File: src/verilog/ctrl_state_pkg.sv
package ctrl_state_pkg;

	// Sequencer states, WAIT is a NOP countdown with a stored return state
	typedef enum logic [3:0] {
		INIT_WAIT,
		INIT_PRE,
		INIT_REF1,
		INIT_REF2,
		INIT_LMR,
		IDLE,
		ACT,
		COL,
		PRE,
		REFRESH,
		WAIT
	} seq_state_t;

	// --------------------
	// Cycle counts from clock frequency in Hz
	function automatic int clk_period_ns(input int freq);
		return 1_000_000_000 / freq;
	endfunction

	function automatic int init_cycles(input int freq);
		return 120_000 / clk_period_ns(freq);           // 120 us power-up wait
	endfunction

	function automatic int refresh_cycles(input int freq);
		return 15_000 / clk_period_ns(freq);            // 15 us per row refresh
	endfunction

	function automatic int refresh_soon_cycles(input int freq);
		return 10_000 / clk_period_ns(freq);            // Refresh after access past this
	endfunction

endpackage

File: src/verilog/sdram_timers.sv
`timescale 1ns/1ps

module sdram_timers import ctrl_state_pkg::*; #(
	parameter int FREQ = 25_000_000            // Hz
) (
	input  logic clk,
	input  logic n_reset,
	input  logic refresh_issued,               // AUTO_REFRESH on the pins this cycle
	output logic init_done,
	output logic refresh_due,
	output logic refresh_soon
);
	localparam int INIT_CNT = init_cycles(FREQ);
	localparam int INIT_W   = $clog2(INIT_CNT + 1);
	localparam int REF_CNT  = refresh_cycles(FREQ);
	localparam int SOON_CNT = refresh_soon_cycles(FREQ);
	localparam int REF_W    = $clog2(REF_CNT + 1);

	logic [INIT_W-1:0] init_cnt;
	logic [REF_W-1:0]  ref_cnt;

	// Power-up wait, stops at the end
	always_ff @(posedge clk) begin
		if (!n_reset)
			init_cnt <= '0;
		else if (!init_done)
			init_cnt <= init_cnt + 1'b1;
	end

	// Refresh interval, restarts after each refresh
	always_ff @(posedge clk) begin
		if (!n_reset)
			ref_cnt <= '0;
		else if (refresh_issued)
			ref_cnt <= '0;
		else if (!refresh_due)
			ref_cnt <= ref_cnt + 1'b1;    // Saturate at the interval
	end

	assign init_done    = (init_cnt == INIT_W'(INIT_CNT));
	assign refresh_due  = (ref_cnt == REF_W'(REF_CNT));
	assign refresh_soon = (ref_cnt >= REF_W'(SOON_CNT));
endmodule
File: config.mk
export PLATFORM = sky130hd
export DESIGN_NAME = sdram_timers
export DESIGN_NICKNAME = d
export VERILOG_FILES = /design/src/verilog/ctrl_state_pkg.sv /design/src/verilog/sdram_timers.sv
export SDC_FILE = /design/constraint.sdc
export NUM_CORES = 1
export LEC_CHECK = 0
export ABC_AREA = 1
export BUFFER_PORTS_ARGS = -buffer_cell sky130_fd_sc_hd__buf_4
export CAP_MARGIN = 15
export CORE_MARGIN = 3
export CORE_UTILIZATION = 55
export DETAILED_ROUTE_END_ITERATION = 12
export PLACE_DENSITY_LB_ADDON = 0.08
export SYNTH_ARGS = -nofsm -noshare
export SYNTH_HDL_FRONTEND = slang
export SYNTH_SLANG_ARGS = --single-unit
File: constraint.sdc
create_clock -name clk -period 1.6 [get_ports clk]
set_input_delay 0.32 -clock clk [delete_from_list [all_inputs] [get_ports clk]]
set_output_delay 0.32 -clock clk [all_outputs]
set_load 0.005 [all_outputs]
## Word-level counts from Yosys, hierarchy flattened

Index checks and enable logic that the tools add are counted.

- $add $sub $neg: 2
- $mul: 0
- Divide/modulo/power cells: 0
- Order comparisons: 1
- Equal/unequal tests: 2
- Shift operators: 0
- Mux-type cells: 0
- Bitwise gates (word level): 1
- Reduce and logical (&&, ||, !) cells: 1

Operators with widths:

| operator | number |
|---|---|
| $add 12x1->12 const B | 1 |
| $eq 12x12->1 const B | 1 |
| $add 9x1->9 const B | 1 |
| $eq 9x9->1 const B | 1 |
| $ge 9x8->1 const B | 1 |
| $reduce_or 2->1 | 1 |
| $not 1->1 | 1 |

- Flip-flop bits (word level): 21
- Bits in latches: 0
- RAM bits: 0
- Memory bits (read-only): 0
- Bits of input ports: 3
- Output and inout port bits: 3
- Memories: 0

## Logic depth before layout (Yosys ltp)

Gate-level depths: netlist of run 1.

- Depth after elaboration: 2
- Depth in mapped cells: 8
- Gate-level depth less buffers: 8

## Least setup slack after synthesis of run 1

OpenSTA, ideal clock, no wires.

- Path type: reg-to-output
- From: register ref_cnt[0]
- To: output port refresh_due
- Data arrival time: 1003 ps
- Data required time: 1280 ps
- Path slack: 277 ps
- Stages on the path, launching flop included: 5
- Buffers on the path: 0
- Path through: dfxtp_1 ha_1 nand2_1 nor3_2 and2_1

- Longest elaborated chain between the ends: 1

Ends and longest elaborated chain:

| element | RTL line | text |
|---|---|---|
| start: declaration | sdram_timers.sv:20 | `logic [REF_W-1:0] ref_cnt;` |
| start signal: assignment | sdram_timers.sv:37 | `ref_cnt <= ref_cnt + 1'b1;` |
| $eq 9x9->1 | sdram_timers.sv:41 | `assign refresh_due = (ref_cnt == REF_W'(REF_CNT));` |
| end: declaration | sdram_timers.sv:10 | `output logic refresh_due,` |

No other way between the ends.

## Worst setup path in the final report of run 1

- From: register ref_cnt[0]
- To: output port refresh_soon

- Longest elaborated chain between the ends: 1

Ends and longest elaborated chain:

| element | RTL line | text |
|---|---|---|
| $ge 9x8->1 | sdram_timers.sv:42 | `assign refresh_soon = (ref_cnt >= REF_W'(SOON_CNT));` |
| end: declaration | sdram_timers.sv:11 | `output logic refresh_soon` |

No other way between the ends.

==> summary.md, run 1 <==
| Metric | Value |
|---|---|
| Outcome | `finished, violations left` |
| Failing checks | `setup timing` |
| Worst setup EP type | `primary output` |
| Hold Crit Depth | `4` |
| Setup TNS | `-0.0381 ns` |
| Clk sinks | `21` |
| Nets | `200` |
| GPL Wtd Cong | `0.896` |
| Port Buffers | `5` |
| Fin. Hold Viols | `0` |
| Post-route cell area | `1450 um2` |
| Detailed router's first-iteration violation count | `41` |
| Row cnt | `16` |
| Worst reg2reg path startpoint | `init_cnt[0]` |
| RSZ-0062 raised after global routing | `true` |
| Root Driver | `clkbuf_4` |
| Area Overhead vs Synth | `21.8%` |
| Initial antenna violation count | `0` |
| Clock-pin slew on the worst setup and hold paths | `0.12 ns` |
| Drt total wl | `2.99 mm` |
| Slowest stage delay, CP | `0.40 ns` |
| Antenna diodes | `0` |
| Die ar. | `2760 um2` |
| Syn nets | `180` |
| Register bit total from synthesis | `21` |
| Crit-path leading delay family | `flip-flops` |
| Syn avg cell area | `6.88 um2` |
| Final setup viols | `3` |
| Starting Density | `59.4%` |
| Vias in the first global route | `1158` |
| # IOs | `6` |
| Drt drc | `0` |
| Final WS setup | `-0.0210 ns` |
| Worst Tran Pin Value | `0.327 ns` |
| Worst-path fanout max | `3` |
| Placed cells | `205` |
| Final std cells w/o fill | `219` |
| Min Tclk post-route | `1.62 ns` |
| Final period util | `101%` |
| First-pass DRT Iterations | `4` |
| Gr ovfl total | `0` |
| Crit Path Category | `reg2out` |
| Wirelength per Cell | `13.6 um` |
| Slowest cell on crit path | `dfxtp_4` |
| Cts hold-fix bufs | `0` |
| Critical-path cell list | `inv_2, ha_2, o211ai_1, nand2_1, buf_4` |
| Gr usage total | `24.7%` |
| Maximum VDD drop | `0.000370 V` |
| Die W | `52.5 um` |
| Max_slew headroom | `78.2%` |
| Hpwl dp | `1.85 mm` |
| Cells after synthesis | `173` |
| Critical Path AT | `1.30 ns` |
| Largest net degree at the start of global routing | `13` |
| WP buf/inv | `2` |
| Routed Antenna Nets | `0` |
| Yosys cell types | `27` |
| CTS Buffer Depth | `2` |
| First-pass GRT wire length | `5.09 mm` |
| Num CTS Buffers | `3` |
| Leakage power | `0.572 nW` |
| HP Start | `refresh_issued` |
| CTS tree | `built` |
| Vias per cell | `5.53` |
| Reg2reg path depth | `8` |
| Synthesized cell area | `1190 um2` |
| R2r endpoint | `init_cnt[10]` |
| Clk Latency, worst-skew pair | `0.31 ns` |
| Core area | `2000 um2` |
| Worst hold path class | `in2reg` |
| Flop2flop setup slack | `0.16 ns` |
| Max-Cap Viols | `0` |
| Vias | `1211` |
| Setup WS pre-CTS | `0.175 ns` |
| Critical Path RT | `1.28 ns` |
| Chip Height | `52.5 um` |
| CP Launch Type | `register` |
| Layout Skew | `0.00717 ns` |
| Share of post-route cells with drive strength above 1 | `30.2%` |
| Max Slew Vio Count | `0` |
| YS warnings | `0` |
| H-tree level count | `1` |
| P per Cell Area | `609 nW/um2` |
| Fmax | `0.617 GHz` |
| Placed cell area | `1260 um2` |
| Sequential share of the synthesized area | `35.3%` |
| Hold Path End | `ref_cnt[0]` |
## worst register-to-register path: cells and delay by family, from the launching register on
| kind | cells | cell delay [ns] |
|---|---|---|
| compound gates | 1 | 0.05 |
| buf+inv | 2 | 0.22 |
| flops | 1 | 0.35 |
| fa+ha+maj | 1 | 0.22 |
| simple gates | 4 | 0.49 |
## area by class of cell
type                            count  area (um2)
Inverter                           23        86.3
Tap cell                           27        33.8
Clock buffer                        3        22.5
Timing Repair Buffer               16         120
Sequential cell                    21         443
Clock inverter                      1        5.00
Multi-Input combinational cell    128         738
Fill cell                         160         553
## cell usage after synthesis
master	number	share of area, %
o21ai_0	5	2.1
nand3b_1	1	0.63
buf_2	1	0.42
nand2_2	1	0.53
nand2_1	39	12
nor2_4	4	3.8
nand3_1	13	5.5
nor2_1	20	6.3
and3_1	2	1.1
a31oi_1	1	0.53
nand4_1	6	3.2
a21oi_1	14	5.9
nor3_2	2	1.7
dfxtp_1	21	35
nor2_2	4	2.1
and2_1	1	0.53
xnor2_1	2	1.5
a21boi_0	1	0.63
nand2_4	1	0.95
nor3b_1	1	0.63
inv_1	22	6.9
inv_2	1	0.32
o211ai_1	1	0.63
xor2_1	1	0.74
nor3_1	3	1.3
ha_1	4	4.2
o21ai_1	1	0.42
## kinds of logic after synthesis
family	count (synthesis)	synth area share [%]
DFF	21	35.3
adders and majority gates	4	4.21
buffers and inverters	24	7.68
and+or+nand+nor	98	40.4
AOI/OAI and AO/OA	23	10.2
xor gates and xnor gates	3	2.21
## how the worst max path moves through the flow
stage,endpoint,cells after the start,from
after floorplan,refresh_due,4,ref_cnt[0]
after global placement,init_done,6,init_cnt[0]
after detailed placement,init_done,6,init_cnt[0]
after CTS,init_done,6,init_cnt[0]
after global routing,init_done,6,init_cnt[1]
final,refresh_soon,5,ref_cnt[0]
## sequential cells by signal, indices dropped and copies added, names as in the netlist
name,flops
ref_cnt,9
init_cnt,12
## layout by cell type, fill, tap and decap left out, drive strengths merged
cell type	instances
inv	23
dfxtp	21
a21oi	14
xnor2	2
and2	1
o21ai	6
nand3b	1
a31oi	1
nor3b	1
a21boi	1
nand4	6
xor2	1
nand3	13
ha	4
buf	16
clkinv	1
o211ai	1
clkbuf	3
and3	2
nand2	41
nor2	28
nor3	5
## through the flow
| step | total power, mW | utilization, % | hold WS (ns) |
|---|---|---|---|
| final | 0.883 | 72.4 | 0.265 |
| after global routing | 0.917 | 72.4 | 0.281 |
| after CTS | 0.875 | 70.3 | 0.270 |
| after detailed placement | 0.606 | 63.1 | 0.475 |
| after global placement | 0.604 | 63.1 | 0.461 |
| after floorplan | 0.589 | - | 0.441 |
## repair_timing
item                                   4_1_cts  5_1_grt
gates cloned                                 0        0
endpoints found under the hold margin        0        0
buffers inserted                             8        2
setup endpoints to repair                    3        3
gates resized for setup                     22       11
pin swaps                                    5        4
## per-layer routing
layer | part of all wire (%) | vias to the layer above | GRT usage, % | routed length, um
li1 | - | 601 | - | -
met1 | 42 | 562 | 32.0 | 1270
met2 | 50 | 44 | 41.9 | 1480
met3 | 7.0 | 4 | 3.99 | 209
met4 | 0.84 | 0 | 7.23 | 25
met5 | 0 | - | 0 | 0
## where the power goes
part | switching [mW] | internal [mW] | total (mW)
Clock | 0.166 | 0.0934 | 0.259
Sequential | 0.0105 | 0.529 | 0.540
Combinational | 0.0448 | 0.0386 | 0.0834
Power figures use the tool's default switching activity.
==> inputs of run 2 (changes only) <==
Settings changed: PLACE_DENSITY_LB_ADDON 0.08 to 0.25.
==> run 2 against run 1 <==
Sequential share of layout area is 0.90 points lower. Hold slack improved by 0.0043 ns. The flow still finishes with violations (setup timing). Largest cell class unchanged. Flip-flop and latch count is the same. Global-route usage fell by 2.8 points.
==> summary.md, run 2 (same netlist as run 1, synthesis figures left out) <==
| Metric | Value |
|---|---|
| Outcome | `finished, violations left` |
| Failing checks | `setup timing` |
| Vias per cell | `5.46 (-1.3%)` |
| Antenna diodes | `0 (unchanged)` |
| Drt drc | `0 (unchanged)` |
| Largest net degree at the start of global routing | `12 (-1)` |
| Internal power | `0.670 mW (+1.3%)` |
| Gr ovfl total | `0 (unchanged)` |
| Share of post-route cells with drive strength above 1 | `29.9% (-0.31 points)` |
| Initial antenna violation count | `0 (unchanged)` |
| Max Slew Vio Count | `0 (unchanged)` |
| Clock-pin slew on the worst setup and hold paths | `0.11 ns (about the same)` |
| Port Buffers | `5 (unchanged)` |
| Min Tclk post-route | `1.62 ns (-0.00522 ns)` |
| Clock power share | `28.8% (-0.6 points)` |
| Final hold slack | `0.269 ns (+0.00431 ns)` |
| Placed cell area | `1260 um2 (unchanged)` |
| Routed Antenna Nets | `0 (unchanged)` |
| CTS tree | `built` |
| First-pass GRT wire length | `4.54 mm (-11%)` |
| Nets | `202 (+1.0%)` |
| Max_slew headroom | `76.1% (-2.1 points)` |
| GPL Wtd Cong | `0.840 (-6.3%)` |
| Vias | `1206 (-0.41%)` |
| Setup TNS | `-0.0199 ns (+0.0183 ns)` |
| H-tree level count | `1 (unchanged)` |
| Final std cells w/o fill | `221 (+0.91%)` |
| Chip Height | `52.5 um (unchanged)` |
| Row cnt | `16 (unchanged)` |
| Layout Skew | `0.00415 ns (-0.00302 ns)` |
| Largest registers | `init_cnt (12), ref_cnt (9)` |
| Num CTS Buffers | `3 (unchanged)` |
| Vias in the first global route | `1122 (-3.1%)` |
| Final period util | `101% (-0.33 points)` |
| Clk sinks | `21 (unchanged)` |
| Die ar. | `2760 um2 (unchanged)` |
| # IOs | `6 (unchanged)` |
| Worst hold path class | `in2reg` |
| RSZ-0062 raised after global routing | `true` |
| Starting Density | `59.4% (unchanged)` |
| Detailed router's first-iteration violation count | `37 (-9.8%)` |
| Core area | `2000 um2 (unchanged)` |
| Commonest non-fill, non-tap cells in the layout | `36 x nand2_1, 18 x inv_1, 18 x nor2_1` |
| Critical Path AT | `1.30 ns (about the same)` |
| Clk Latency, worst-skew pair | `0.30 ns (about the same)` |
| Final setup viols | `2 (-1)` |
| Drt total wl | `2.79 mm (-6.7%)` |
| Max-Cap Viols | `0 (unchanged)` |
| Placed cells | `205 (unchanged)` |
| Area Overhead vs Synth | `24.4%` |
| Worst setup EP type | `primary output` |
| Comb power frac | `10.0% (+0.5 points)` |
| Final core occ | `73.9% (+1.6 points)` |
| Sequential share of power | `61.2% (about the same)` |
| Worst Tran Pin Value | `0.359 ns (+0.0312 ns)` |
| Gr usage total | `21.9% (-2.8 points)` |
| Most common cell after layout, fill and taps aside | `nand2_1` |
| Critical Path RT | `1.28 ns (about the same)` |
| Switching power | `0.215 mW (-2.9%)` |
| Post-route cell area | `1480 um2 (+2.2%)` |
| Most flop-heavy register | `init_cnt` |
| Leakage power | `0.599 nW (+4.9%)` |
| Wirelength per Cell | `12.6 um (-7.5%)` |
| First-pass DRT Iterations | `4 (unchanged)` |
| Fmax | `0.619 GHz (+0.32%)` |
| Crit Path Category | `reg2out` |
| Root Driver | `clkbuf_4` |
| Maximum VDD drop | `0.000567 V (+53%)` |
| Final WS setup | `-0.0158 ns (+0.00522 ns)` |
| CTS Buffer Depth | `2 (unchanged)` |
| P per Cell Area | `598 nW/um2 (-1.9%)` |
| CP Launch Type | `register` |
| Max FFs per register | `12 (unchanged)` |
| Sw frac | `24.3% (-0.78 points)` |
| Hpwl dp | `1.87 mm (+0.77%)` |
| Worst-path fanout max | `4 (+1)` |
| Fin. Hold Viols | `0 (unchanged)` |
| Die W | `52.5 um (unchanged)` |
[run 2: repair_timing]
item / CTS / global route
buffers inserted: 8 / 4
endpoints found under the setup margin: 3 / 3
hold buffers: 0 / 0
pin swaps: 8 / 6
resized for setup: 24 / 10
[run 2: cell type report]
type | count | area [um2]
Multi-Input combinational cell | 128 | 756
Fill cell | 154 | 522
Sequential cell | 21 | 439
Timing Repair Buffer | 18 | 139
Inverter | 23 | 86.3
Tap cell | 27 | 33.8
Clock buffer | 4 | 26.3
[run 2: path summary, 6_finish.rpt]
kind                   from          end  slack, ns  cells past startpoint
min reg2reg      ref_cnt[4]   ref_cnt[4]       0.48                      1
min          refresh_issued   ref_cnt[1]       0.27                      4
max              ref_cnt[4]  refresh_due      -0.02                      4
max reg2reg      ref_cnt[1]   ref_cnt[0]       0.29                      8
[run 2: worst max-delay path, stage by stage, from the launching register on]
cell	delay (ns)
dfxtp_2	0.38
nand2_2	0.11
nor3_4	0.25
and2_1	0.16
buf_4	0.10
[run 2: routing by layer]
layer / vias to the layer above / GRT usage (%) / share of wire [%]
li1: 606 / - / -
met1: 559 / 24.0 / 42
met2: 31 / 40.3 / 52
met3: 10 / 3.70 / 3.6
met4: 0 / 10.2 / 2.3
met5: - / 0 / 0
[run 2: power by group through the flow]
| stage | Combinational (mW) | Sequential, mW | Clock, mW |
|---|---|---|---|
| floorplan | 0.0378 | 0.551 | 0 |
| global placement | 0.0503 | 0.553 | 0 |
| detailed placement | 0.0526 | 0.554 | 0 |
| CTS | 0.0781 | 0.540 | 0.262 |
| global route | 0.0981 | 0.543 | 0.282 |
| finish | 0.0884 | 0.541 | 0.255 |
[run 2: stage by stage]
stage          total power [mW]  setup WS [ns]
2_1_floorplan             0.589          0.277
3_3_place_gp              0.603          0.221
3_5_place_dp              0.607          0.136
4_1_cts                   0.880        -0.0318
5_1_grt                   0.923        -0.0755
6_report                  0.885        -0.0158
