## src/verilog/ctrl_state_pkg.sv

```systemverilog
package ctrl_state_pkg;

	// Sequencer states, WAIT is a NOP countdown with a stored return state
	typedef enum logic [3:0] {
		INIT_WAIT,
		INIT_PRE,
		INIT_REF1,
		INIT_REF2,
		INIT_LMR,
		IDLE,
		ACT,
		COL,
		PRE,
		REFRESH,
		WAIT
	} seq_state_t;

	// --------------------
	// Cycle counts from clock frequency in Hz
	function automatic int clk_period_ns(input int freq);
		return 1_000_000_000 / freq;
	endfunction

	function automatic int init_cycles(input int freq);
		return 120_000 / clk_period_ns(freq);           // 120 us power-up wait
	endfunction

	function automatic int refresh_cycles(input int freq);
		return 15_000 / clk_period_ns(freq);            // 15 us per row refresh
	endfunction

	function automatic int refresh_soon_cycles(input int freq);
		return 10_000 / clk_period_ns(freq);            // Refresh after access past this
	endfunction

endpackage

```

## src/verilog/sdram_proto_pkg.sv

```systemverilog
package sdram_proto_pkg;

	// --------------------
	// Device geometry
	localparam int CPU_ADDR_W    = 23;               // Byte address, 8 MB
	localparam int SDRAM_ADDR_W  = 11;               // Multiplexed row/column bus
	localparam int SDRAM_BA_W    = 2;
	localparam int SDRAM_DQ_W    = 32;
	localparam int DQM_W         = SDRAM_DQ_W / 8;   // One mask bit per byte lane

	// CPU address split
	localparam int BANK_MSB = 22, BANK_LSB = 21;
	localparam int ROW_MSB  = 20, ROW_LSB  = 10;
	localparam int COL_MSB  = 9,  COL_LSB  = 2;
	localparam int COL_W    = COL_MSB - COL_LSB + 1;
	localparam int HALF_BIT = 1;                     // Half-word select for reads
	localparam int LANE_MSB = 1,  LANE_LSB = 0;

	localparam int PRECHARGE_ALL_BIT = 10;           // A10 high closes every bank

	// Write burst single, CAS 2, sequential, burst length 1
	localparam logic [SDRAM_ADDR_W-1:0] MODE_REG_CL2_BL1 = 11'b000_0010_0000;

	// Command is {RAS_n, CAS_n, WE_n}
	typedef enum logic [2:0] {
		LOAD_MODE    = 3'b000,
		AUTO_REFRESH = 3'b001,
		PRECHARGE    = 3'b010,
		ACTIVE       = 3'b011,
		WRITE        = 3'b100,
		READ         = 3'b101,
		NOP          = 3'b111
	} sdram_cmd_t;

endpackage

```

## src/verilog/sdram_ifs.sv

```systemverilog
`timescale 1ns/1ps

// Command and address lines from sequencer to pins
interface sdram_cmd_if import sdram_proto_pkg::*; ();
	sdram_cmd_t              cmd;     // One clock per command, NOP otherwise
	logic [SDRAM_BA_W-1:0]   ba;
	logic [SDRAM_ADDR_W-1:0] addr;
	logic [DQM_W-1:0]        dqm;     // High masks a byte lane

	modport ctrl (output cmd, ba, addr, dqm);
	modport pins (input cmd, ba, addr, dqm);
endinterface

// Data path control from sequencer
interface sdram_data_if ();
	logic       drive_en;  // High while WRITE is on the pins
	logic [7:0] wbyte;
	logic       capture;   // Read data valid, two cycles after READ
	logic       half_sel;  // 0 low half-word, 1 high half-word

	modport ctrl (output drive_en, wbyte, capture, half_sel);
	modport data (input drive_en, wbyte, capture, half_sel);
endinterface

```

## src/verilog/sdram_sequencer.sv

```systemverilog
`timescale 1ns/1ps

module sdram_sequencer import sdram_proto_pkg::*, ctrl_state_pkg::*; (
	input  logic                  clk,
	input  logic                  n_reset,
	// CPU side
	input  logic                  rd_n,
	input  logic                  wr_n,
	input  logic [CPU_ADDR_W-1:0] address,
	input  logic [7:0]            wdata,
	output logic                  busy,
	// Timers
	input  logic                  init_done,
	input  logic                  refresh_due,
	input  logic                  refresh_soon,
	output logic                  refresh_issued,
	// Towards pins and datapath
	sdram_cmd_if.ctrl             cmd_bus,
	sdram_data_if.ctrl            data_bus
);
	seq_state_t              state, next_state;
	seq_state_t              ret_state, next_ret;   // Where WAIT goes when done
	logic [1:0]              wait_cnt, next_wait;   // WAIT lasts wait_cnt + 1 cycles
	logic                    accept;
	logic                    op_write;              // Current access is a write

	sdram_cmd_t              cmd_q;
	logic [SDRAM_BA_W-1:0]   ba_q;
	logic [SDRAM_ADDR_W-1:0] addr_q;
	logic [DQM_W-1:0]        dqm_q;
	logic [COL_W-1:0]        col_q;
	logic [7:0]              wbyte_q;
	logic                    half_q;
	logic                    drive_en_q;
	logic                    capture_q;
	logic                    busy_q;

	assign accept = (state == IDLE) && (!wr_n || !rd_n);

	// --------------------
	// Next state
	always_comb begin
		next_state = state;
		next_ret   = ret_state;
		next_wait  = wait_cnt;
		case (state)
			INIT_WAIT: if (init_done) next_state = INIT_PRE;
			INIT_PRE: begin
				next_state = WAIT;  // tRP
				next_wait  = 2'd0;
				next_ret   = INIT_REF1;
			end
			INIT_REF1, INIT_REF2: begin
				next_state = WAIT;  // tRC, three NOPs
				next_wait  = 2'd2;
				next_ret   = (state == INIT_REF1) ? INIT_REF2 : INIT_LMR;
			end
			INIT_LMR: begin
				next_state = WAIT;  // tMRD
				next_wait  = 2'd1;
				next_ret   = IDLE;
			end
			IDLE: begin
				if (accept)
					next_state = ACT;        // Write wins over read
				else if (refresh_due)
					next_state = REFRESH;
			end
			ACT: begin
				next_state = WAIT;           // tRCD, two NOPs
				next_wait  = 2'd1;
				next_ret   = COL;
			end
			COL: begin
				if (op_write) begin
					next_state = WAIT;       // Write recovery before precharge
					next_wait  = 2'd0;
					next_ret   = PRE;
				end else begin
					next_state = PRE;        // Read data still lands after this
				end
			end
			PRE: begin
				next_state = WAIT;
				next_wait  = op_write ? 2'd0 : 2'd1;  // Read waits out CAS latency
				next_ret   = refresh_soon ? REFRESH : IDLE;
			end
			REFRESH: begin
				next_state = WAIT;
				next_wait  = 2'd2;
				next_ret   = IDLE;
			end
			WAIT: begin
				if (wait_cnt == 2'd0)
					next_state = ret_state;
				else
					next_wait = wait_cnt - 2'd1;
			end
			default: next_state = IDLE;
		endcase
	end

	// --------------------
	// Registered outputs, all taken from next state
	always_ff @(posedge clk) begin
		if (!n_reset) begin
			state      <= INIT_WAIT;
			ret_state  <= IDLE;
			wait_cnt   <= 2'd0;
			cmd_q      <= NOP;
			ba_q       <= '0;
			addr_q     <= '0;
			dqm_q      <= '1;
			drive_en_q <= 1'b0;
			capture_q  <= 1'b0;
			busy_q     <= 1'b1;
			op_write   <= 1'b0;
		end else begin
			state      <= next_state;
			ret_state  <= next_ret;
			wait_cnt   <= next_wait;
			busy_q     <= (next_state != IDLE);
			drive_en_q <= (next_state == COL) && op_write;
			capture_q  <= (state == PRE) && !op_write;   // CAS 2 after READ

			case (next_state)
				INIT_PRE, PRE:               cmd_q <= PRECHARGE;
				INIT_REF1, INIT_REF2, REFRESH: cmd_q <= AUTO_REFRESH;
				INIT_LMR:                    cmd_q <= LOAD_MODE;
				ACT:                         cmd_q <= ACTIVE;
				COL:                         cmd_q <= op_write ? WRITE : READ;
				default:                     cmd_q <= NOP;
			endcase

			case (next_state)
				INIT_PRE, PRE: addr_q <= SDRAM_ADDR_W'(1 << PRECHARGE_ALL_BIT);
				INIT_LMR:      addr_q <= MODE_REG_CL2_BL1;
				ACT:           addr_q <= address[ROW_MSB:ROW_LSB];  // Row straight from CPU
				COL:           addr_q <= SDRAM_ADDR_W'(col_q);      // A10 low, no auto precharge
				default:       addr_q <= addr_q;
			endcase

			if (accept) begin
				op_write <= !wr_n;
				ba_q     <= address[BANK_MSB:BANK_LSB];
				if (!wr_n)
					dqm_q <= ~(DQM_W'(1) << address[LANE_MSB:LANE_LSB]);  // Only target lane
				else
					dqm_q <= '0;
			end
		end
	end

	// Access payload
	always_ff @(posedge clk) begin
		if (accept) begin
			col_q   <= address[COL_MSB:COL_LSB];
			wbyte_q <= wdata;
			half_q  <= address[HALF_BIT];
		end
	end

	assign busy              = busy_q;
	assign refresh_issued    = (cmd_q == AUTO_REFRESH);
	assign cmd_bus.cmd       = cmd_q;
	assign cmd_bus.ba        = ba_q;
	assign cmd_bus.addr      = addr_q;
	assign cmd_bus.dqm       = dqm_q;
	assign data_bus.drive_en = drive_en_q;
	assign data_bus.wbyte    = wbyte_q;
	assign data_bus.capture  = capture_q;
	assign data_bus.half_sel = half_q;
endmodule

```

## src/flat_wrapper.sv

```systemverilog
// flat-port wrapper written by rule: the top's interface ports become plain ports
module sdram_sequencer_flat import sdram_proto_pkg::*, ctrl_state_pkg::*;
  (clk, n_reset, rd_n, wr_n, address, wdata, busy, init_done, refresh_due, refresh_soon, refresh_issued, cmd_bus_cmd, cmd_bus_ba, cmd_bus_addr, cmd_bus_dqm, data_bus_drive_en, data_bus_wbyte, data_bus_capture, data_bus_half_sel);
  sdram_cmd_if cmd_bus_i ();
  sdram_data_if data_bus_i ();
  input  logic clk;
  input  logic n_reset;
  input  logic rd_n;
  input  logic wr_n;
  input  logic [CPU_ADDR_W-1:0] address;
  input  logic [7:0] wdata;
  output logic busy;
  input  logic init_done;
  input  logic refresh_due;
  input  logic refresh_soon;
  output logic refresh_issued;
  output wire logic [$bits(cmd_bus_i.cmd)-1:0] cmd_bus_cmd;
  output wire logic [$bits(cmd_bus_i.ba)-1:0] cmd_bus_ba;
  output wire logic [$bits(cmd_bus_i.addr)-1:0] cmd_bus_addr;
  output wire logic [$bits(cmd_bus_i.dqm)-1:0] cmd_bus_dqm;
  output wire logic [$bits(data_bus_i.drive_en)-1:0] data_bus_drive_en;
  output wire logic [$bits(data_bus_i.wbyte)-1:0] data_bus_wbyte;
  output wire logic [$bits(data_bus_i.capture)-1:0] data_bus_capture;
  output wire logic [$bits(data_bus_i.half_sel)-1:0] data_bus_half_sel;
  assign cmd_bus_cmd = cmd_bus_i.cmd;
  assign cmd_bus_ba = cmd_bus_i.ba;
  assign cmd_bus_addr = cmd_bus_i.addr;
  assign cmd_bus_dqm = cmd_bus_i.dqm;
  assign data_bus_drive_en = data_bus_i.drive_en;
  assign data_bus_wbyte = data_bus_i.wbyte;
  assign data_bus_capture = data_bus_i.capture;
  assign data_bus_half_sel = data_bus_i.half_sel;
  sdram_sequencer u_core (.clk(clk), .n_reset(n_reset), .rd_n(rd_n), .wr_n(wr_n), .address(address), .wdata(wdata), .busy(busy), .init_done(init_done), .refresh_due(refresh_due), .refresh_soon(refresh_soon), .refresh_issued(refresh_issued), .cmd_bus(cmd_bus_i), .data_bus(data_bus_i));
endmodule
```

## config.mk

```make
export PLATFORM = sky130hd
export DESIGN_NAME = sdram_sequencer_flat
export DESIGN_NICKNAME = d
export VERILOG_FILES = /design/src/verilog/ctrl_state_pkg.sv /design/src/verilog/sdram_proto_pkg.sv /design/src/verilog/sdram_ifs.sv /design/src/verilog/sdram_sequencer.sv /design/src/flat_wrapper.sv
export SDC_FILE = /design/constraint.sdc
export NUM_CORES = 1
export LEC_CHECK = 0
export ABC_AREA = 1
export BUFFER_PORTS_ARGS = -buffer_cell sky130_fd_sc_hd__buf_2
export CAP_MARGIN = 20
export CORE_MARGIN = 8
export CORE_UTILIZATION = 40
export DETAILED_ROUTE_END_ITERATION = 10
export PLACE_DENSITY = 0.75
export RECOVER_POWER = 50
export SYNTH_ARGS = -nofsm -noshare
export SYNTH_HDL_FRONTEND = slang
export SYNTH_SLANG_ARGS = --single-unit
```

## constraint.sdc

```tcl
create_clock -name clk -period 3.5 [get_ports clk]
set_input_delay 0.525 -clock clk [delete_from_list [all_inputs] [get_ports clk]]
set_output_delay 0.525 -clock clk [all_outputs]
set_load 0.02 [all_outputs]
```

[Word level (Yosys, flattened, before mapping)]
Cells that the tools add are included.
Word-level totals
  flip-flop bits (word level): 51
  input port bits: 38
  logic and storage cells: 78
Operators by class
  add/subtract/negate cells: 1
  equality and inequality tests: 22
  shift-type cells: 1
  multiplexer cells: 18
  bitwise logic cells: 1
  reduce and logical (&&, ||, !) cells: 21
Operators with widths (count)
  one-hot mux 11 bit (4 select lines): 1
  == test 4 x 3 -> 1 bit, second input constant: 7
  two-way mux 4 bit: 7
  one-hot mux 4 bit (6 select lines): 1
  == test 4 bit, second input constant: 5
  one-hot mux 4 bit (5 select lines): 1
  == test 4 x 2 -> 1 bit, second input constant: 4
  one-hot mux 3 bit (5 select lines): 1
  one-hot mux 2 bit (6 select lines): 1
  nonzero test 6 bit: 2
  == test 4 x 1 -> 1 bit, second input constant: 2
  OR reduction 2 bit: 4
  OR reduction 7 bit: 1
  two-way mux 2 bit: 3
  OR reduction 3 bit: 2
  zero test 4 bit: 1
  != test 4 x 3 -> 1 bit, second input constant: 1
  NOT 4 bit: 1
  nonzero test 4 bit: 1
  << shifter 1 x 2 -> 4 bit, first input constant: 1
  == test 3 x 1 -> 1 bit, second input constant: 1
  logical AND 1 bit: 3
  zero test 1 bit: 3
  two-way mux 3 bit: 1
  other kinds (8): 9

[Longest topological paths before layout]
Gate-level depths: netlist of run 1.
  depth in word-level cells: 8
  mapped depth: 15
  mapped depth without buffers: 15

[Worst setup path after synthesis of run 1]
Ideal clock, no wire load.
  path kind: input-to-reg
  start point: input wr_n
  end point: register u_core.addr_q[3], in the netlist u_core.cmd_bus.addr[3]
  arrival time: 1.620 ns
  data required time: 3.365 ns
  path slack: 1.746 ns
  stages: 11
  buffers on the path: 1
  cell sequence: nand2_1 > inv_1 > nand3_1 > nand2_1 > nor2_2 > inv_1 > nand2_1 > nand3_1 > buf_6 > nand3_1 > a21oi_2
On the way
  longest elaborated chain between the ends: 8
  elaborated cells on any way between the ends: 13
  classes of those cells: eq/ne: 5; mux: 3; reduce/logical: 5
RTL lines
  start: declaration: RTL line flat_wrapper.sv:9  | input logic wr_n;
  zero test 1 bit (*): RTL line sdram_sequencer.sv:38  | assign accept = (state == IDLE) && (!wr_n || !rd_n);
  logical OR 1 bit (*): RTL line sdram_sequencer.sv:38
  logical AND 1 bit (*): RTL line sdram_sequencer.sv:38
  two-way mux 4 bit (*): RTL line sdram_sequencer.sv:64  | if (accept)
  one-hot mux 4 bit (5 select lines) (*): RTL line sdram_sequencer.sv:46  | case (state)
  == test 4 x 1 -> 1 bit / == test 4 bit (equally long branches): RTL line sdram_sequencer.sv:135  | case (next_state)
  OR reduction 2 bit: RTL line sdram_sequencer.sv:135
  one-hot mux 11 bit (4 select lines) / nonzero test 4 bit (equally long branches)
  end signal: assignment: RTL line sdram_sequencer.sv:136  | INIT_PRE, PRE: addr_q <= SDRAM_ADDR_W'(1 << PRECHARGE_ALL_BIT);
  end signal: assignment: RTL line sdram_sequencer.sv:138  | ACT: addr_q <= address[ROW_MSB:ROW_LSB];
  end signal: assignment: RTL line sdram_sequencer.sv:139  | COL: addr_q <= SDRAM_ADDR_W'(col_q);
  end: declaration: RTL line sdram_sequencer.sv:29  | logic [SDRAM_ADDR_W-1:0] addr_q;
Mark *: on every way between the ends. The rest lies on a longest branch, timed or not.
A chain may end at the register's enable or synchronous reset.

[Worst setup path after layout of run 1]
  start point: register u_core.wait_cnt[0]
  end point: register u_core.addr_q[4], in the netlist u_core.cmd_bus.addr[4]
On the way
  longest elaborated chain between the ends: 6
  elaborated cells on any way between the ends: 11
  classes of those cells: eq/ne: 5; mux: 3; reduce/logical: 3
RTL lines
  start: declaration: RTL line sdram_sequencer.sv:23  | logic [1:0] wait_cnt, next_wait;
  start signal: assignment: RTL line sdram_sequencer.sv:121  | wait_cnt <= next_wait;
  zero test 2 bit (*): RTL line sdram_sequencer.sv:94  | if (wait_cnt == 2'd0)
  two-way mux 4 bit (*): RTL line sdram_sequencer.sv:94
  one-hot mux 4 bit (5 select lines) (*): RTL line sdram_sequencer.sv:46
  == test 4 x 1 -> 1 bit / == test 4 bit (equally long branches): RTL line sdram_sequencer.sv:135
  OR reduction 2 bit: RTL line sdram_sequencer.sv:135
  one-hot mux 11 bit (4 select lines) / nonzero test 4 bit (equally long branches)
Marks and branches as above.

==> flow_metrics.tcl, run 1 <==
set metrics [dict create \
    final_layout_size_suffix_gt1_share_pct 21.4 \
    cts_hold_buffers 0 \
    drv_slew 0 \
    post-route-period-util_pct 64.5 \
    min-delay-start "wdata[0]" \
    setup_viol 0 \
    synth_ff_type "dfxtp_1" \
    synth_area_per_cell_um2 8.19 \
    slew_headroom_pct 40.3 \
    ys_seq_area_share_pct 49.7 \
    r2r_setup_slack_ns 1.24 \
    cp_max_fo 12 \
    syn2layout_area_growth_pct 19.2 \
    p_leak_nw 1.23 \
    hold_depth 1 \
    port_buffers 70 \
    clock-sinks 51 \
    timing.setup.tns_ns 0 \
    maxCapViolations 0 \
    hpwl_mm 4.50 \
    crit_arrival_ns 2.41 \
    worst-r2r-cell-count 13 \
    row_count 28 \
    skew_ns 0.00434 \
    r2r_end "u_core.cmd_bus.addr[4]$_SDFFE_PN0P_" \
    fin_area_um2 2860 \
    core_um2 5850 \
    die_h_um 93.4 \
    nets 402 \
    overflow 0 \
    grt_pass1_vias 2108 \
    start_kind "flip-flop" \
    post-cts-setup-buffer-count 0 \
    worstPathRequired_ns 3.66 \
    min_to "u_core.data_bus.wbyte[0]$_DFFE_PP_" \
    vdd_drop_max_uv 256 \
    syn_area_um2 2400 \
    worstMarginPinSlew_ns 0.894 \
    critical_path_class "reg -> reg" \
    cts_tree "done" \
    drt_wl_total_mm 5.75 \
    final_common_cell "nand2_1" \
    ctsResizeCount 0 \
    grt_pass1_wl_mm 9.52 \
    die_w_um 93.4 \
    yosysUniqueCellTypes 29 \
    grt_max_degree 24 \
    end_kind "flip-flop" \
    cts_max_path_buffers 2 \
    layout_min_cycle_time_ns 2.26 \
    initial_utilization_pct 41.0 \
    viasPerCell 4.77 \
    p_per_area_nw_per_um2 623 \
    syn_inst 293 \
    ioPinCount 71 \
    rsz0062_at_grt "false" \
    synth_edf_count 17 \
    async_flop_share_pct 0 \
    diodes 0 \
    clkTransAtPathRegs_ns 0.09 \
    ys_ff_latch 51 \
    drtAntennaViolNets 0 \
    synth_warnings 0 \
    layout_common_cells "nand2_1, buf_2, clkbuf_1, dfxtp_1, inv_1" \
    antenna_found_initial 0 \
    via_count 2095 \
    place.gp.congestion 0.873 \
    drc 0 \
    status "finished clean" \
    drt_iter0_markers 142 \
    placed_area_um2 2790 \
    drt_pass1_iterations 4 \
    cts_root_buf "clkbuf_8" \
    grt_usage_pct 13.4 \
    hold_viol 0 \
    r2r_start "u_core.wait_cnt[0]$_SDFFE_PN0P_" \
    h-tree-depth 2 \
    wl_per_cell_um 13.1 \
    die_area_um2 8730 \
    hold_class "in -> reg" \
    cts_inserted_buffers 5 \
    fmax_mhz 443 \
    clk_latency_ns 0.30 \
    syn-num-nets 332 \
]
layout make-up:
| cell class | instances | area (um^2) |
|---|---|---|
| fill | 599 | 2990 |
| sequential | 51 | 1190 |
| multi-input combinational | 198 | 1010 |
| timing repair buffer | 70 | 308 |
| inverter | 37 | 141 |
| tap | 75 | 93.8 |
| clock buffer | 5 | 68.8 |
| clock inverter | 3 | 42.5 |
cell usage after synthesis (all sizes together) (2+ instances only):
| master | number | share of area [%] |
|---|---|---|
| nand2 | 90 | 16 |
| inv | 37 | 5.9 |
| dfxtp | 34 | 28 |
| nor2 | 34 | 8.2 |
| nand3 | 23 | 5.7 |
| a21oi | 22 | 5.4 |
| edfxtp | 17 | 21 |
| o21ai | 16 | 3.3 |
| buf | 4 | 1.7 |
| clkbuf | 3 | 0.47 |
| nor3 | 3 | 0.63 |
| o211ai | 3 | 0.94 |
| nand4 | 2 | 0.52 |
power breakdown:
part / internal, mW / total, mW / switching (mW)
Clock: 0.213 / 0.410 / 0.196
Sequential: 0.669 / 0.709 / 0.0396
Combinational: 0.208 / 0.663 / 0.455
Total: 1.09 / 1.78 / 0.691
worst max-delay path, cell delays in order (launching register included):
cell     delay (ns)
dfxtp_1        0.32
inv_1          0.07
ha_1           0.30
inv_1          0.10
nand2_1        0.07
nand2_1        0.06
nand2_1        0.08
nand2_1        0.09
nor2_4         0.16
nand3_1        0.15
nand2_1        0.09
nand3_1        0.34
nand3_1        0.21
a21oi_2        0.07
through the flow:
stage / cells / setup WS, ns / hold WS [ns] / utilization [%] / power (mW)
floorplan: 293 / 1.75 / 0.429 / - / 1.27
CTS: 439 / 1.27 / 0.378 / 49.6 / 1.80
global route: 439 / 1.05 / 0.370 / 48.9 / 1.92
global placement: 431 / 1.32 / 0.446 / 47.7 / 1.38
detailed placement: 431 / 1.26 / 0.449 / 47.7 / 1.39
finish: 439 / 1.24 / 0.390 / 48.9 / 1.78
registers in the layout, indices dropped and copies added (netlist names):
signal and flops:
u_core.col_q 8, u_core.data_bus.half_sel 1, u_core.state 4, u_core.cmd_bus.dqm 4, u_core.cmd_bus.addr 11, u_core.cmd_bus.cmd 3, u_core.ret_state 4, u_core.op_write 1
u_core.data_bus.capture 1, u_core.data_bus.drive_en 1, u_core.wait_cnt 2, u_core.cmd_bus.ba 2, u_core.data_bus.wbyte 8, u_core.busy 1
worst max path at each step:
stage / startpoint / end / slack [ns] / depth (start not counted)
2_1_floorplan: wr_n / u_core.cmd_bus.addr[3]$_SDFFE_PN0P_ / 1.75 / 11
3_3_place_gp: u_core.wait_cnt[0]$_SDFFE_PN0P_ / u_core.cmd_bus.addr[4]$_SDFFE_PN0P_ / 1.32 / 13
3_5_place_dp: wr_n / u_core.cmd_bus.addr[4]$_SDFFE_PN0P_ / 1.26 / 11
4_1_cts: u_core.wait_cnt[0]$_SDFFE_PN0P_ / u_core.cmd_bus.addr[4]$_SDFFE_PN0P_ / 1.27 / 13
5_1_grt: u_core.wait_cnt[0]$_SDFFE_PN0P_ / u_core.cmd_bus.addr[5]$_SDFFE_PN0P_ / 1.05 / 12
6_report: u_core.wait_cnt[0]$_SDFFE_PN0P_ / u_core.cmd_bus.addr[4]$_SDFFE_PN0P_ / 1.24 / 13
logic make-up after synthesis:
family,share of synthesized area [%]
buf+inv,8.09
compound gates,10.7
fa+ha+maj,0.522
flops,49.7
simple gates,31.0
routing by layer:
layer	vias up	GRT usage [%]	share of wire, %
li1	1085	-	-
met3	5	5.21	8.4
met2	63	21.7	46
met5	-	0	0
met4	0	5.10	1.3
met1	942	15.7	44
Note: power is estimated with default switching activity, not from simulation.
==> run 2, diff against run 1 <==
==> constraint.sdc (replaced) <==
create_clock -name clk -period 2.1 [get_ports clk]
set_input_delay 0.315 -clock clk [delete_from_list [all_inputs] [get_ports clk]]
set_output_delay 0.315 -clock clk [all_outputs]
set_load 0.02 [all_outputs]
==> run 2 against run 1 <==
  * Final cell count rose by 1.8%
  * Register-to-register slack got worse by 1.1 ns
  * Non-clock buffer count rose by 6
  * Via count rose by 2.5%
  * Sequential cell count did not move
  * Power rose by 67%
  * Final area rose by 2.1%
  * Die area did not move
  * Maximum frequency rose by 18%
  * Largest power group is now combinational cells
==> flow_metrics.tcl, run 2 (synthesis results as in run 1) <==
set metrics [dict create \
    row_count 28 \
    cp_max_fo 8 \
    diodes 0 \
    overflow 0 \
    cp.depth 12 \
    hold_viol 0 \
    critPathBufInv 3 \
    drc 0 \
    cp_slowest_cell "dfxtp_1" \
    cp-endpoint "u_core.cmd_bus.addr[0]$_SDFFE_PN0P_" \
    layout_common_cells "nand2_1, buf_2, clkbuf_1" \
    hold_class "in -> reg" \
    crit_arrival_ns 2.14 \
    worst-r2r-cell-count 12 \
    crit_path_max_incr_delay_ns 0.52 \
    end_kind "flip-flop" \
    drt_pass1_iterations 4 \
    r2r_setup_slack_ns 0.19 \
    clk_latency_ns 0.30 \
    setup_viol 0 \
    layout_min_cycle_time_ns 1.91 \
    fin_cells 447 \
    drt_wl_total_mm 5.89 \
    vdd_drop_max_uv 538 \
    drv_slew 0 \
    cts_max_path_buffers 2 \
    hold_slack_ns 0.177 \
    rsz0062_at_grt "false" \
    wl_per_cell_um 13.2 \
    status "finished clean" \
    core_um2 5850 \
    cts_tree "done" \
    grt_pass1_wl_mm 9.49 \
    nets 410 \
    r2r_end "u_core.cmd_bus.addr[0]$_SDFFE_PN0P_" \
    worstPathRequired_ns 2.33 \
    drt_iter0_markers 144 \
    maxCapViolations 0 \
    timing.setup.tns_ns 0 \
    ioPinCount 71 \
    post-route-period-util_pct 90.8 \
    clkTransAtPathRegs_ns 0.10 \
    p_leak_nw 1.26 \
    port_buffers 70 \
    h-tree-depth 2 \
    via_count 2147 \
    slew_headroom_pct 43.8 \
    clock-sinks 51 \
    critical_path.top_delay_family "simple AND/OR/NAND/NOR gates" \
    start_kind "flip-flop" \
    syn2layout_area_growth_pct 21.6 \
    die_h_um 93.4 \
    final_common_cell "nand2_1" \
    place.gp.congestion 0.881 \
    critical_path_class "reg -> reg" \
    crit_start "u_core.state[3]$_SDFF_PN0_" \
    initial_utilization_pct 41.0 \
    die_area_um2 8730 \
    crit_chain "inv_2, nand2_2, nor2_2, inv_2, nand2_1, nor2_4, nand3_4, nor2_2, nand2_1, nand2_1, inv_1, a21oi_1" \
    die_w_um 93.4 \
    fmax_mhz 525 \
    grt_max_degree 24 \
    largest_register_ffs 11 \
    cts_inserted_buffers 5 \
    drtAntennaViolNets 0 \
    grt_usage_pct 13.4 \
    r2r_start "u_core.state[3]$_SDFF_PN0_" \
    final_layout_size_suffix_gt1_share_pct 23.4 \
    skew_ns 0.00901 \
    cts_root_buf "clkbuf_8" \
    dp.cells 437 \
    antenna_found_initial 0 \
    path_common_cell "nand2_1" \
    p_per_area_nw_per_um2 1020 \
    grt_pass1_vias 2109 \
    hpwl_mm 4.48 \
    viasPerCell 4.80 \
    worstMarginPinSlew_ns 0.842 \
]
run 2: through the flow:
stage / cell area [um^2] / setup WS [ns] / total power [mW] / utilization, %
6_report: 2920 / 0.193 / 2.97 / 49.9
5_1_grt: 2920 / 0.0196 / 3.18 / 49.9
4_1_cts: 2930 / 0.0697 / 2.96 / 50.1
3_5_place_dp: 2840 / 0.0878 / 2.36 / 48.5
3_3_place_gp: 2840 / 0.132 / 2.34 / 48.5
2_1_floorplan: 2400 / 0.374 / 2.12 / -
run 2: metal layers:
| metal | part of all wire [%] | track usage, % | up-vias |
|---|---|---|---|
| li1 | - | - | 1104 |
| met1 | 43 | 15.9 | 950 |
| met2 | 46 | 21.2 | 86 |
| met3 | 9.9 | 4.97 | 7 |
| met4 | 1.7 | 6.04 | 0 |
| met5 | 0 | 0 | - |
run 2: worst min-delay path by stage:
stage | startpoint | to | slack, ns | cells after the start
after CTS | address[5] | u_core.col_q[3]$_DFFE_PP_ | 0.16 | 1
after global placement | u_core.wait_cnt[1]$_SDFFE_PN0P_ | u_core.wait_cnt[1]$_SDFFE_PN0P_ | 0.44 | 2
final | address[5] | u_core.col_q[3]$_DFFE_PP_ | 0.18 | 1
after global routing | wdata[2] | u_core.data_bus.wbyte[2]$_DFFE_PP_ | 0.16 | 1
after detailed placement | u_core.cmd_bus.dqm[2]$_SDFFE_PN1P_ | u_core.cmd_bus.dqm[2]$_SDFFE_PN1P_ | 0.45 | 2
after floorplan | address[2] | u_core.col_q[0]$_DFFE_PP_ | 0.41 | 0
run 2: layout make-up:
| type | instances | area [um^2] |
|---|---|---|
| Clock buffer | 7 | 86.3 |
| Clock inverter | 1 | 8.76 |
| Fill cell | 594 | 2930 |
| Inverter | 37 | 141 |
| Multi-Input combinational cell | 200 | 1040 |
| Sequential cell | 51 | 1190 |
| Tap cell | 75 | 93.8 |
| Timing Repair Buffer | 76 | 353 |
run 2: worst register-to-register path: cells and delay by family (launching register included):
kind                   cells  cell delay [ns]
buffers and inverters      3             0.17
DFF                        1             0.52
AOI/OAI and AO/OA          1             0.12
and+or+nand+nor            8             1.02
run 2: report_power, final:
group / total (mW) / switching, mW / internal (mW) / leakage [nW]
Sequential: 1.18 / 0.0655 / 1.11 / 0.430
Clock: 0.601 / 0.328 / 0.273 / 0.0489
Combinational: 1.19 / 0.786 / 0.401 / 0.780
run 2: what timing repair did:
item | CTS | global route
setup buffers | 0 | 0
hold buffers | 0 | 0
endpoints found under the setup margin | 0 | 14
gates resized for setup | 0 | 3
==> run 3, diff against run 2 <==
--- a/config.mk
+++ b/config.mk
@@ -5,13 +5,12 @@
 export SDC_FILE = /design/constraint.sdc
 export NUM_CORES = 1
 export LEC_CHECK = 0
-export ABC_AREA = 1
 export BUFFER_PORTS_ARGS = -buffer_cell sky130_fd_sc_hd__buf_2
 export CAP_MARGIN = 20
 export CORE_MARGIN = 8
 export CORE_UTILIZATION = 40
 export DETAILED_ROUTE_END_ITERATION = 10
-export PLACE_DENSITY = 0.75
+export PLACE_DENSITY = 0.76
 export RECOVER_POWER = 50
 export SYNTH_ARGS = -nofsm -noshare
 export SYNTH_HDL_FRONTEND = slang
==> run 3 against run 2 <==
  * Final area shrank 1.5%
  * Maximum frequency shrank 5.6%
  * Via count shrank 9.3%
  * Critical path depth shrank 5
  * Sequential share of layout area grew 0.75 points
  * Sequential power grew 5%
  * Wire length shrank 5.5%
  * Utilization grew 2.6 points
==> flow_metrics.tcl, run 3 <==
set metrics [dict create \
    critical_path_class "reg -> reg" \
    drc 0 \
    p_leak_nw 1.17 \
    worstPathRequired_ns 2.29 \
    largest_register_ffs 11 \
    hold_class "in -> reg" \
    ys_top_cells_by_count "dfxtp_1, nand2_1, edfxtp_1" \
    fmax_mhz 495 \
    viasPerCell 5.17 \
    crit_chain "nor4_4, nor4_1, buf_4, or3_1, o211ai_2, buf_12, o22ai_1" \
    wl_per_cell_um 14.8 \
    clkTransAtPathRegs_ns 0.09 \
    drt_iter0_markers 121 \
    diodes 0 \
    layout_common_cells "buf_2, clkbuf_1, nand2_1, dfxtp_1" \
    syn-num-nets 261 \
    post-synth-top-count-cell "dfxtp_1" \
    via_count 1948 \
    grt_pass1_vias 1985 \
    place_ws_ns 0.0574 \
    nets 343 \
    hold_viol 0 \
    crit_arrival_ns 2.21 \
    min_to "u_core.col_q[0]$_DFFE_PP_" \
    core_um2 5470 \
    hold_depth 1 \
    die_w_um 91.1 \
    drt_wl_total_mm 5.57 \
    die_h_um 91.1 \
    syn2layout_area_growth_pct 27.5 \
    initial_utilization_pct 41.2 \
    grt_pass1_wl_mm 9.16 \
    die_area_um2 8290 \
    row_count 27 \
    p_per_area_nw_per_um2 1230 \
    cts_max_path_buffers 2 \
    r2r_start "u_core.state[3]$_SDFF_PN0_" \
    synth_warnings 0 \
    ys_ff_latch 51 \
    fillers 535 \
    ioPinCount 71 \
    slew_headroom_pct 66.0 \
    worst-r2r-cell-count 7 \
    synth_edf_count 17 \
    cp_max_fo 12 \
    layout_min_cycle_time_ns 2.02 \
    r2r_end "u_core.cmd_bus.addr[9]$_SDFFE_PN0P_" \
    cts_inserted_buffers 5 \
    final_common_cell "buf_2" \
    placed_area_um2 2780 \
    yosysTopAreaCellShare_pct 30.2 \
    min-delay-start "address[2]" \
    worst_slack_ns 0.0794 \
    worstMarginPinSlew_ns 0.506 \
    fin_area_um2 2870 \
    end_kind "flip-flop" \
    maxCapViolations 0 \
    start_kind "flip-flop" \
    status "finished clean" \
    r2r_setup_slack_ns 0.08 \
    crit_path_max_incr_delay_ns 0.45 \
    post-route-period-util_pct 96.2 \
    overflow 0 \
    cp_slowest_cell "nor4_4" \
    drtAntennaViolNets 0 \
    grt_max_degree 24 \
    clock-sinks 51 \
    antenna_found_initial 0 \
    final_layout_size_suffix_gt1_share_pct 24.9 \
    grt_usage_pct 13.4 \
    vdd_drop_max_uv 470 \
    hpwl_mm 4.26 \
    port_buffers 70 \
    drv_slew 0 \
    place.gp.congestion 0.859 \
    synth_ff_type "dfxtp_1" \
    finalPower_mw 3.53 \
    skew_ns 0.00248 \
    setup_viol 0 \
    h-tree-depth 2 \
    clk_latency_ns 0.30 \
    hold_slack_ns 0.180 \
    synth_top_cell_by_area "dfxtp_1" \
    drt_pass1_iterations 4 \
    yosysUniqueCellTypes 51 \
    syn_area_um2 2250 \
    cts_tree "done" \
    synth_area_per_cell_um2 10.2 \
    synth_top_cells_by_area "dfxtp_1, edfxtp_1, nand2_1, mux2i_1, o22ai_1" \
    final_core_util_pct 52.5 \
    ys_seq_area_share_pct 52.8 \
    syn_inst 222 \
    async_flop_share_pct 0 \
    cts_root_buf "clkbuf_8" \
]
-- run 3: cell types whose count changed after synthesis, moves of 8 or more --
cell	before	now
o22ai_1	0	10
nor2_1	22	5
o21ai_0	16	8
nand2_1	81	31
inv_1	31	8
mux2i_1	0	10
nand3_1	20	10
-- run 3: metrics by stage --
step,TNS (ns),instances
floorplan,0,222
global placement,0,368
detailed placement,0,368
CTS,0,376
global route,-0.0173,377
finish,0,377
-- run 3: worst max path at each step --
stage                                          from                             endpoint  slack, ns  depth (start not counted)
floorplan           u_core.wait_cnt[0]$_SDFFE_PN0P_  u_core.cmd_bus.addr[9]$_SDFFE_PN0P_       0.21                          9
global placement         u_core.state[1]$_SDFF_PN0_  u_core.cmd_bus.addr[8]$_SDFFE_PN0P_       0.04                          5
detailed placement       u_core.state[1]$_SDFF_PN0_  u_core.cmd_bus.addr[9]$_SDFFE_PN0P_       0.06                          5
CTS                      u_core.state[1]$_SDFF_PN0_  u_core.cmd_bus.addr[4]$_SDFFE_PN0P_       0.03                          5
global route             u_core.state[3]$_SDFF_PN0_  u_core.cmd_bus.addr[9]$_SDFFE_PN0P_      -0.02                          7
finish                   u_core.state[3]$_SDFF_PN0_  u_core.cmd_bus.addr[9]$_SDFFE_PN0P_       0.08                          7
-- run 3: logic make-up (layout without fill, tap and decap cells) --
| group | count (synthesis) | after routing | synth area share [%] |
|---|---|---|---|
| compound gates | 54 | 54 | 17.1 |
| fa+ha+maj | 1 | 1 | 0.555 |
| mux | 10 | 10 | 4.44 |
| flops | 51 | 51 | 52.8 |
| simple gates | 81 | 81 | 19.3 |
| buf+inv | 23 | 106 | 5.05 |
| xor+xnor | 2 | 2 | 0.777 |
-- run 3: cell type report --
cell class | count | area, um^2 | area share (%)
flip-flops and latches | 51 | 1190 | 41.6
multi-input cells | 148 | 967 | 33.7
repair buffers | 90 | 480 | 16.7
well taps | 72 | 90.1 | 3.13
clock buffers | 5 | 68.8 | 2.39
clock inverters | 3 | 42.5 | 1.48
inverters | 8 | 30.0 | 1.04
-- run 3: timing repair --
item,4_1_cts,5_1_grt
buffers inserted,0,1
hold buffers,0,0
resized for setup,0,7
endpoints found under the setup margin,0,13
-- run 3: routing by layer --
metal  track usage (%)  part of all wire [%]
met1              14.9                    43
met2              21.8                    47
met3              6.01                   8.2
met4              5.32                   1.8
met5                 0                     0
-- run 3: critical path: cells and delay by family (launching register included) --
kind,cells,cell delay (ns)
DFF,1,0.40
and+or+nand+nor,3,0.97
buffers and inverters,2,0.35
AOI/OAI and AO/OA,2,0.19
-- run 3: where the power goes --
part | internal (mW) | switching, mW | leakage [nW]
sequential | 1.14 | 0.107 | 0.431
clock | 0.356 | 0.329 | 0.0562
combinational | 0.746 | 0.860 | 0.684
total | 2.24 | 1.30 | 1.17
